==> src/include/ddrc_consts.svh <==
// ~~~~~~~~~~~~~~~~~~~~~~~~~~~~~~~~~~~~~~~~~~~~~~~~~~~~~~~~~~~
// DDR3 sequencer constants
// ~~~~~~~~~~~~~~~~~~~~~~~~~~~~~~~~~~~~~~~~~~~~~~~~~~~~~~~~~~~
`ifndef DDRC_CONSTS_SVH
`define DDRC_CONSTS_SVH

// memory side widths
`define DDRC_ADDR_BITS      15 // row/column address, 4Gb part
`define DDRC_BA_BITS        3  // bank address

// command memories
`define DDRC_CMD_DEPTH_LOG  10 // 1k words per bank
`define DDRC_CMD_WORD_BITS  32

// channel buffers
`define DDRC_DATA_BITS      64 // one burst word
`define DDRC_PAGE_BITS      2  // 4 pages per channel
`define DDRC_PAGE_WORD_BITS 7  // 128 words per page

// NOP word fields, taken from the address bits
`define DDRC_PAUSE_BITS     6  // pause length, low address bits
`define DDRC_DONE_BIT       6  // end of sequence

// flag positions in the command word, above address and bank
`define DDRC_F_RAS          18
`define DDRC_F_CAS          19
`define DDRC_F_WE           20
`define DDRC_F_ODT          21
`define DDRC_F_CKE          22
`define DDRC_F_BUF_WR       23 // memory data into read channel
`define DDRC_F_BUF_RD       24 // write channel data to memory

`endif
==> src/ddrc_pkg.sv <==
// ~~~~~~~~~~~~~~~~~~~~~~~~~~~~~~~~~~~~~~~~~~~~~~~~~~~~~~~~~~~
// DDR3 sequencer shared types
// ~~~~~~~~~~~~~~~~~~~~~~~~~~~~~~~~~~~~~~~~~~~~~~~~~~~~~~~~~~~
`include "ddrc_consts.svh"

package ddrc_pkg;

    typedef logic [`DDRC_CMD_WORD_BITS-1:0] cmd_word_t;  // one sequencer word
    typedef logic [`DDRC_CMD_DEPTH_LOG-1:0] cmd_addr_t;  // address within a bank
    typedef logic [`DDRC_DATA_BITS-1:0]     data_word_t; // burst data word
    typedef logic [`DDRC_PAGE_BITS-1:0]     page_t;      // page within a channel
    typedef logic [`DDRC_PAUSE_BITS-1:0]    pause_t;     // NOP pause length

    // page number on top, word index below
    typedef logic [`DDRC_PAGE_BITS+`DDRC_PAGE_WORD_BITS-1:0] buf_addr_t;

    typedef logic chan_t; // data channel select

    localparam chan_t CHAN_RD = 1'b0; // memory to host
    localparam chan_t CHAN_WR = 1'b1; // host to memory

    // command kind, packed as {ras, cas, we} in positive logic
    typedef enum logic [2:0] {
        CMD_NOP   = 3'b000,
        CMD_ZQC   = 3'b001, // ZQ calibration
        CMD_READ  = 3'b010,
        CMD_WRITE = 3'b011,
        CMD_ACT   = 3'b100, // row activate
        CMD_PRE   = 3'b101, // precharge
        CMD_REF   = 3'b110, // refresh
        CMD_MRS   = 3'b111  // mode register set
    } ddr_cmd_t;

endpackage

==> src/ddrc_cmd_decode.sv <==
// ~~~~~~~~~~~~~~~~~~~~~~~~~~~~~~~~~~~~~~~~~~~~~~~~~~~~~~~~~~~
// Command word decoder
// ~~~~~~~~~~~~~~~~~~~~~~~~~~~~~~~~~~~~~~~~~~~~~~~~~~~~~~~~~~~
`timescale 1ns/100ps
`include "ddrc_consts.svh"

module ddrc_cmd_decode (
    input  logic                       mclk,
    input  logic                       rst,
    input  ddrc_pkg::cmd_word_t        cmd_word,
    input  logic                       cmd_valid,
    output logic                       cmd_nop,   // ras, cas, we all low
    output ddrc_pkg::pause_t           pause_len,
    output logic                       seq_end,
    output logic                       sd_ras,
    output logic                       sd_cas,
    output logic                       sd_we,
    output logic [`DDRC_BA_BITS-1:0]   sd_ba,
    output logic [`DDRC_ADDR_BITS-1:0] sd_a,
    output logic                       sd_cke,
    output logic                       sd_odt,
    output logic                       buf_wr,    // take memory data
    output logic                       buf_rd     // send buffer data
);
    import ddrc_pkg::*;

    ddr_cmd_t cmd_kind; // kind of the current word
    ddr_cmd_t bus_kind; // kind on the pins

    assign cmd_kind  = ddr_cmd_t'({cmd_word[`DDRC_F_RAS],
                                   cmd_word[`DDRC_F_CAS],
                                   cmd_word[`DDRC_F_WE]});
    assign cmd_nop   = (cmd_kind == CMD_NOP);
    assign pause_len = cmd_word[`DDRC_PAUSE_BITS-1:0];   // NOP only
    assign seq_end   = cmd_nop && cmd_word[`DDRC_DONE_BIT];

    always_ff @(posedge mclk or posedge rst) begin
        if (rst) begin
            bus_kind <= CMD_NOP;
            sd_cke   <= 1'b0;
            sd_odt   <= 1'b0;
            buf_wr   <= 1'b0;
            buf_rd   <= 1'b0;
        end else begin
            bus_kind <= cmd_valid ? cmd_kind : CMD_NOP; // idle pins between words
            buf_wr   <= cmd_valid && cmd_word[`DDRC_F_BUF_WR];
            buf_rd   <= cmd_valid && cmd_word[`DDRC_F_BUF_RD];
            if (cmd_valid) begin
                sd_cke <= cmd_word[`DDRC_F_CKE]; // level, kept between words
                sd_odt <= cmd_word[`DDRC_F_ODT];
            end
        end
    end

    // address and bank follow the last valid word
    always_ff @(posedge mclk) begin
        if (cmd_valid) begin
            sd_a  <= cmd_word[`DDRC_ADDR_BITS-1:0];
            sd_ba <= cmd_word[`DDRC_ADDR_BITS +: `DDRC_BA_BITS];
        end
    end

    assign {sd_ras, sd_cas, sd_we} = bus_kind;

endmodule

==> config.mk <==
export PLATFORM = sky130hd
export DESIGN_NAME = ddrc_cmd_decode
export DESIGN_NICKNAME = d
export VERILOG_FILES = /design/src/ddrc_pkg.sv /design/src/ddrc_cmd_decode.sv
export VERILOG_INCLUDE_DIRS = /design/src /design/src/include
export SDC_FILE = /design/constraint.sdc
export NUM_CORES = 1
export LEC_CHECK = 0
export BUFFER_PORTS_ARGS = -buffer_cell sky130_fd_sc_hd__buf_2
export CAP_MARGIN = 15
export CORE_MARGIN = 3
export CORE_UTILIZATION = 35
export DETAILED_ROUTE_END_ITERATION = 12
export PLACE_DENSITY = 0.72
export SLEW_MARGIN = 30
export SYNTH_ARGS = -nofsm -noshare
export SYNTH_HDL_FRONTEND = slang
export SYNTH_SLANG_ARGS = --single-unit
==> constraint.sdc <==
create_clock -name mclk -period 1 [get_ports mclk]
set_clock_uncertainty 0.15 [all_clocks]
set_input_delay 0.05 -clock mclk [delete_from_list [all_inputs] [get_ports mclk]]
set_output_delay 0.05 -clock mclk [all_outputs]
set_load 0.02 [all_outputs]
# ---- Yosys cells after proc, flatten, opt, wreduce, memory -nomap -nowiden
# Index checks and enable logic that the tools add are counted.
dict set report classes {
  n_bitwise 0
  mul 0
  shifts 0
  mux 1
  div 0
  add_sub_neg 0
  n_eq_ne 0
  n_lt_le_gt_ge 0
  reduce_logical 4
}
# op count
set op_table {}
lappend op_table {{1-bit logical AND} 3}
lappend op_table {{3-bit logical NOT} 1}
lappend op_table {{3-bit 2-to-1 mux} 1}
dict set report word_totals {
  romBits 0
  word_cells 12
  memories 0
  ramBits 0
  in_bits 35
  regBits 25
  out_inout_bits 33
  latch_bits 0
}

# ---- Longest topological paths before layout
dict set report depth {
  depth_word 2
  depth_mapped 1
  mapped_depth_nobuf 1
}

# ---- Worst setup path after synthesis
# OpenSTA, ideal clock, no wires.
dict set report synth_timing {
  path_kind {input-to-output}
  from {input cmd_word[20]}
  to {output seq_end}
  cell_stages 1
  arrival_time_ns 0.826
  n_path_buf 0
  t_required_ns 0.800
  setup_slack_ns -0.026
  path_cell_list {nor4b_1}
}
dict set report synth_via {
  elab_chain_len 2
}
# item line_no
set synth_lines {}
lappend synth_lines {{from (decl)} ddrc_cmd_decode.sv:10} ;# input ddrc_pkg::cmd_word_t cmd_word,
lappend synth_lines {{3-bit logical NOT} ddrc_cmd_decode.sv:33} ;# assign cmd_nop = (cmd_kind == CMD_NOP);
lappend synth_lines {{1-bit logical AND} ddrc_cmd_decode.sv:35} ;# assign seq_end = cmd_nop && cmd_word[`DDRC_DONE_BIT];
lappend synth_lines {{to (decl)} ddrc_cmd_decode.sv:14} ;# output logic seq_end,
# Every way passes these cells.

# ---- Worst setup path after layout
dict set report layout_timing {
  from {register sd_a[5]}
  to {output sd_a[5]}
}
# item line_no
set layout_rtl {}
lappend layout_rtl {{from (decl)} ddrc_cmd_decode.sv:19} ;# output logic [`DDRC_ADDR_BITS-1:0] sd_a,
lappend layout_rtl {{from (signal assigned)} ddrc_cmd_decode.sv:58} ;# sd_a <= cmd_word[`DDRC_ADDR_BITS-1:0];
# No word-level cell between the ends.

==> flow_metrics.tcl <==
set metrics [dict create \
    power_density_nw_per_um2 1355 \
    r2r_start "sd_odt" \
    cts_tree "yes" \
    synth.net_count 76 \
    hold_path_startpoint "cmd_valid" \
    antenna_found_initial 0 \
    yosysTopAreaCellShare_pct 64.48 \
    fill_cells 148 \
    dieArea_um2 3018 \
    reg2reg_to "sd_odt" \
    core-area_um2 2233 \
    num_rows 17 \
    gp_congestion 0.6350 \
    routed_wl_mm 1.967 \
    n_antenna_cell 0 \
    clkTransAtPathRegs_ns 0.12 \
    wl_met1_um 694 \
    min_to "sd_cke" \
    first_global_vias 683 \
    die_y_um 54.94 \
    slew-limit-headroom_pct 82.11 \
    power.switching_uw 504.3 \
    ir_drop_uv 905.8 \
    ys_seq_area_share_pct 85.37 \
    drt_iter0_markers 7 \
    startpoint_type "flip-flop" \
    report.power.total_uw 2107 \
    area_delta_synth_final_pct 85.52 \
    hold_path_depth 2 \
    root_buffer "clkbuf_4" \
    clock_latency_ns 0.30 \
    p_comb_share_pct 22.0 \
    drc_errors 0 \
    start_util_pct 37.54 \
    violations "hold timing, setup timing" \
    routedWlPerCell_um 12.69 \
    crit_path_top_delay_cell "edfxtp_1" \
    synthDistinctLibCells 8 \
    vias 646 \
    fin_crit_sh_pct 105.8 \
    grt_pass1_wl_mm 3.091 \
    whs_ns -0.09747 \
    p_leak_uw 0.0007097 \
    dpl.hpwl_mm 1.256 \
    tightest_slew_ns 0.2680 \
    port_buffers 60 \
    wl_met3_um 217 \
    final_util_pct 69.64 \
    min_period_ns 1.058 \
    required_ns 0.80 \
    ant_nets 0 \
    postCtsHoldBufs 26 \
    end_kind "output pin" \
    synth.cell_area_um2 838.3 \
    clockPowerShare_pct 19.6 \
    max_cap_viol_count 0 \
    multiInputGateArea_um2 80.08 \
    layout_commonest_cell "buf_2" \
    layout_common_cells "buf_2, dlygate4sd3_1, buf_6, edfxtp_1, dfrtp_1" \
    nets 163 \
    finalInstanceArea_um2 1555 \
    yosys-top-cells-area "edfxtp_1, dfrtp_1, buf_4" \
    cts_max_path_buffers 2 \
    top_layer "met4" \
    io-pin-count 68 \
    regArea_um2 715.7 \
    placed_area_um2 1150 \
    die_x_um 54.94 \
    grt-ovfl-total 0 \
    worst_slack_ns -0.05752 \
    p_int_uw 1602 \
    synth_largest_area_cell "edfxtp_1" \
    final_layout_size_suffix_gt1_share_pct 57.48 \
    critPathTopFamily "flip-flops" \
    critPathBufInv 1 \
    cts_buffers 3 \
    p_sw_share_pct 23.94 \
    status "complete, but fails checks" \
    cts.sinks 25 \
    critical_path.cell_chain "buf_6" \
    arrival_ns 0.86 \
    htreeDepth 1 \
    hold_violations 2 \
    reg2reg_depth 1 \
    path_max_fanout 1 \
    synth_cells 41 \
    viasPerCell 4.168 \
    p_seq_share_pct 58.3 \
    yosys_register_bits 25 \
    drt-pass1-iter-count 2 \
    syn_area_per_cell_um2 20.45 \
    finalSetupViolations 25 \
    max_freq_ghz 0.9456 \
    ys_warn_count 0 \
    hold_path.class "in2reg" \
    grt_max_degree 14 \
    final_max_slew_viol_count 0 \
    critPathMaxStageDelay_ns 0.41 \
    rsz0062_at_grt "yes" \
    worstSetupPathType "reg2out" \
    met2WireLength_mm 1.047 \
    rrSetupSlack_ns 0.05 \
    grt_usage_pct 15.33 \
]
timing repair:
action / CTS / global route
cloned: 0 / 0
endpoints found under the setup margin: 25 / 25
buffers inserted: 0 / 0
gates resized for setup: 20 / 18
endpoints found under the hold margin: 32 / 2
per-layer routing:
metal  up-vias  track usage (%)
li1        314                -
met5         -                0
met3         2            6.434
met4         0            6.883
met1       294            16.78
met2        36            25.79
worst max-delay path by stage:
stage,start,endpoint,depth (start not counted)
finish,sd_a[5],sd_a[5],1
global route,sd_a[5],sd_a[5],1
CTS,sd_a[6],sd_a[6],1
detailed placement,sd_odt,sd_odt,1
global placement,sd_odt,sd_odt,1
floorplan,sd_cke,sd_cke,1
registers in the layout, summed over array words and instances, names as in the netlist:
| name | count |
|---|---|
| buf_rd | 1 |
| buf_wr | 1 |
| bus_kind | 3 |
| sd_a | 15 |
| sd_ba | 3 |
| sd_cke | 1 |
| sd_odt | 1 |
power groups by stage:
stage                     clock network, µW  logic (µW)  registers (µW)
final                                   414         464            1230
after global routing                    491         499            1240
after CTS                               441         430            1220
after detailed placement                  0         320            1240
after global placement                    0         313            1230
after floorplan                           0        63.1            1340
cell families after synthesis:
kind of cell	share of synthesized area, %
DFF	85.37
and+or+nand+nor	6.119
buffers and inverters	5.820
muxes	2.686
metrics by stage:
step,instances,setup TNS [ns],setup slack (ns),hold slack [ns]
after floorplan,41,0,0.02385,-0.2966
after global placement,125,0,0.1268,-0.1701
after detailed placement,125,0,0.1090,-0.1643
after CTS,155,-1.429,-0.08508,-0.1166
after global routing,155,-2.413,-0.1291,-0.1088
final,155,-0.9461,-0.05752,-0.09747
synth_stat cells:
library cell and count:
buf_4 6, inv_1 1, dfrtp_1 7, mux2_2 2, and2_2 5, nor4b_1 1
edfxtp_1 18, nor3_1 1
area by class of cell:
| cell class | instances | share of cell area, % |
|---|---|---|
| Tap cell | 28 | 2.253 |
| Clock buffer | 4 | 1.689 |
| Timing Repair Buffer | 88 | 44.65 |
| Multi-Input combinational cell | 9 | 5.149 |
| Sequential cell | 25 | 46.02 |
| Inverter | 1 | 0.2414 |
(Power assumes the default switching activity.)
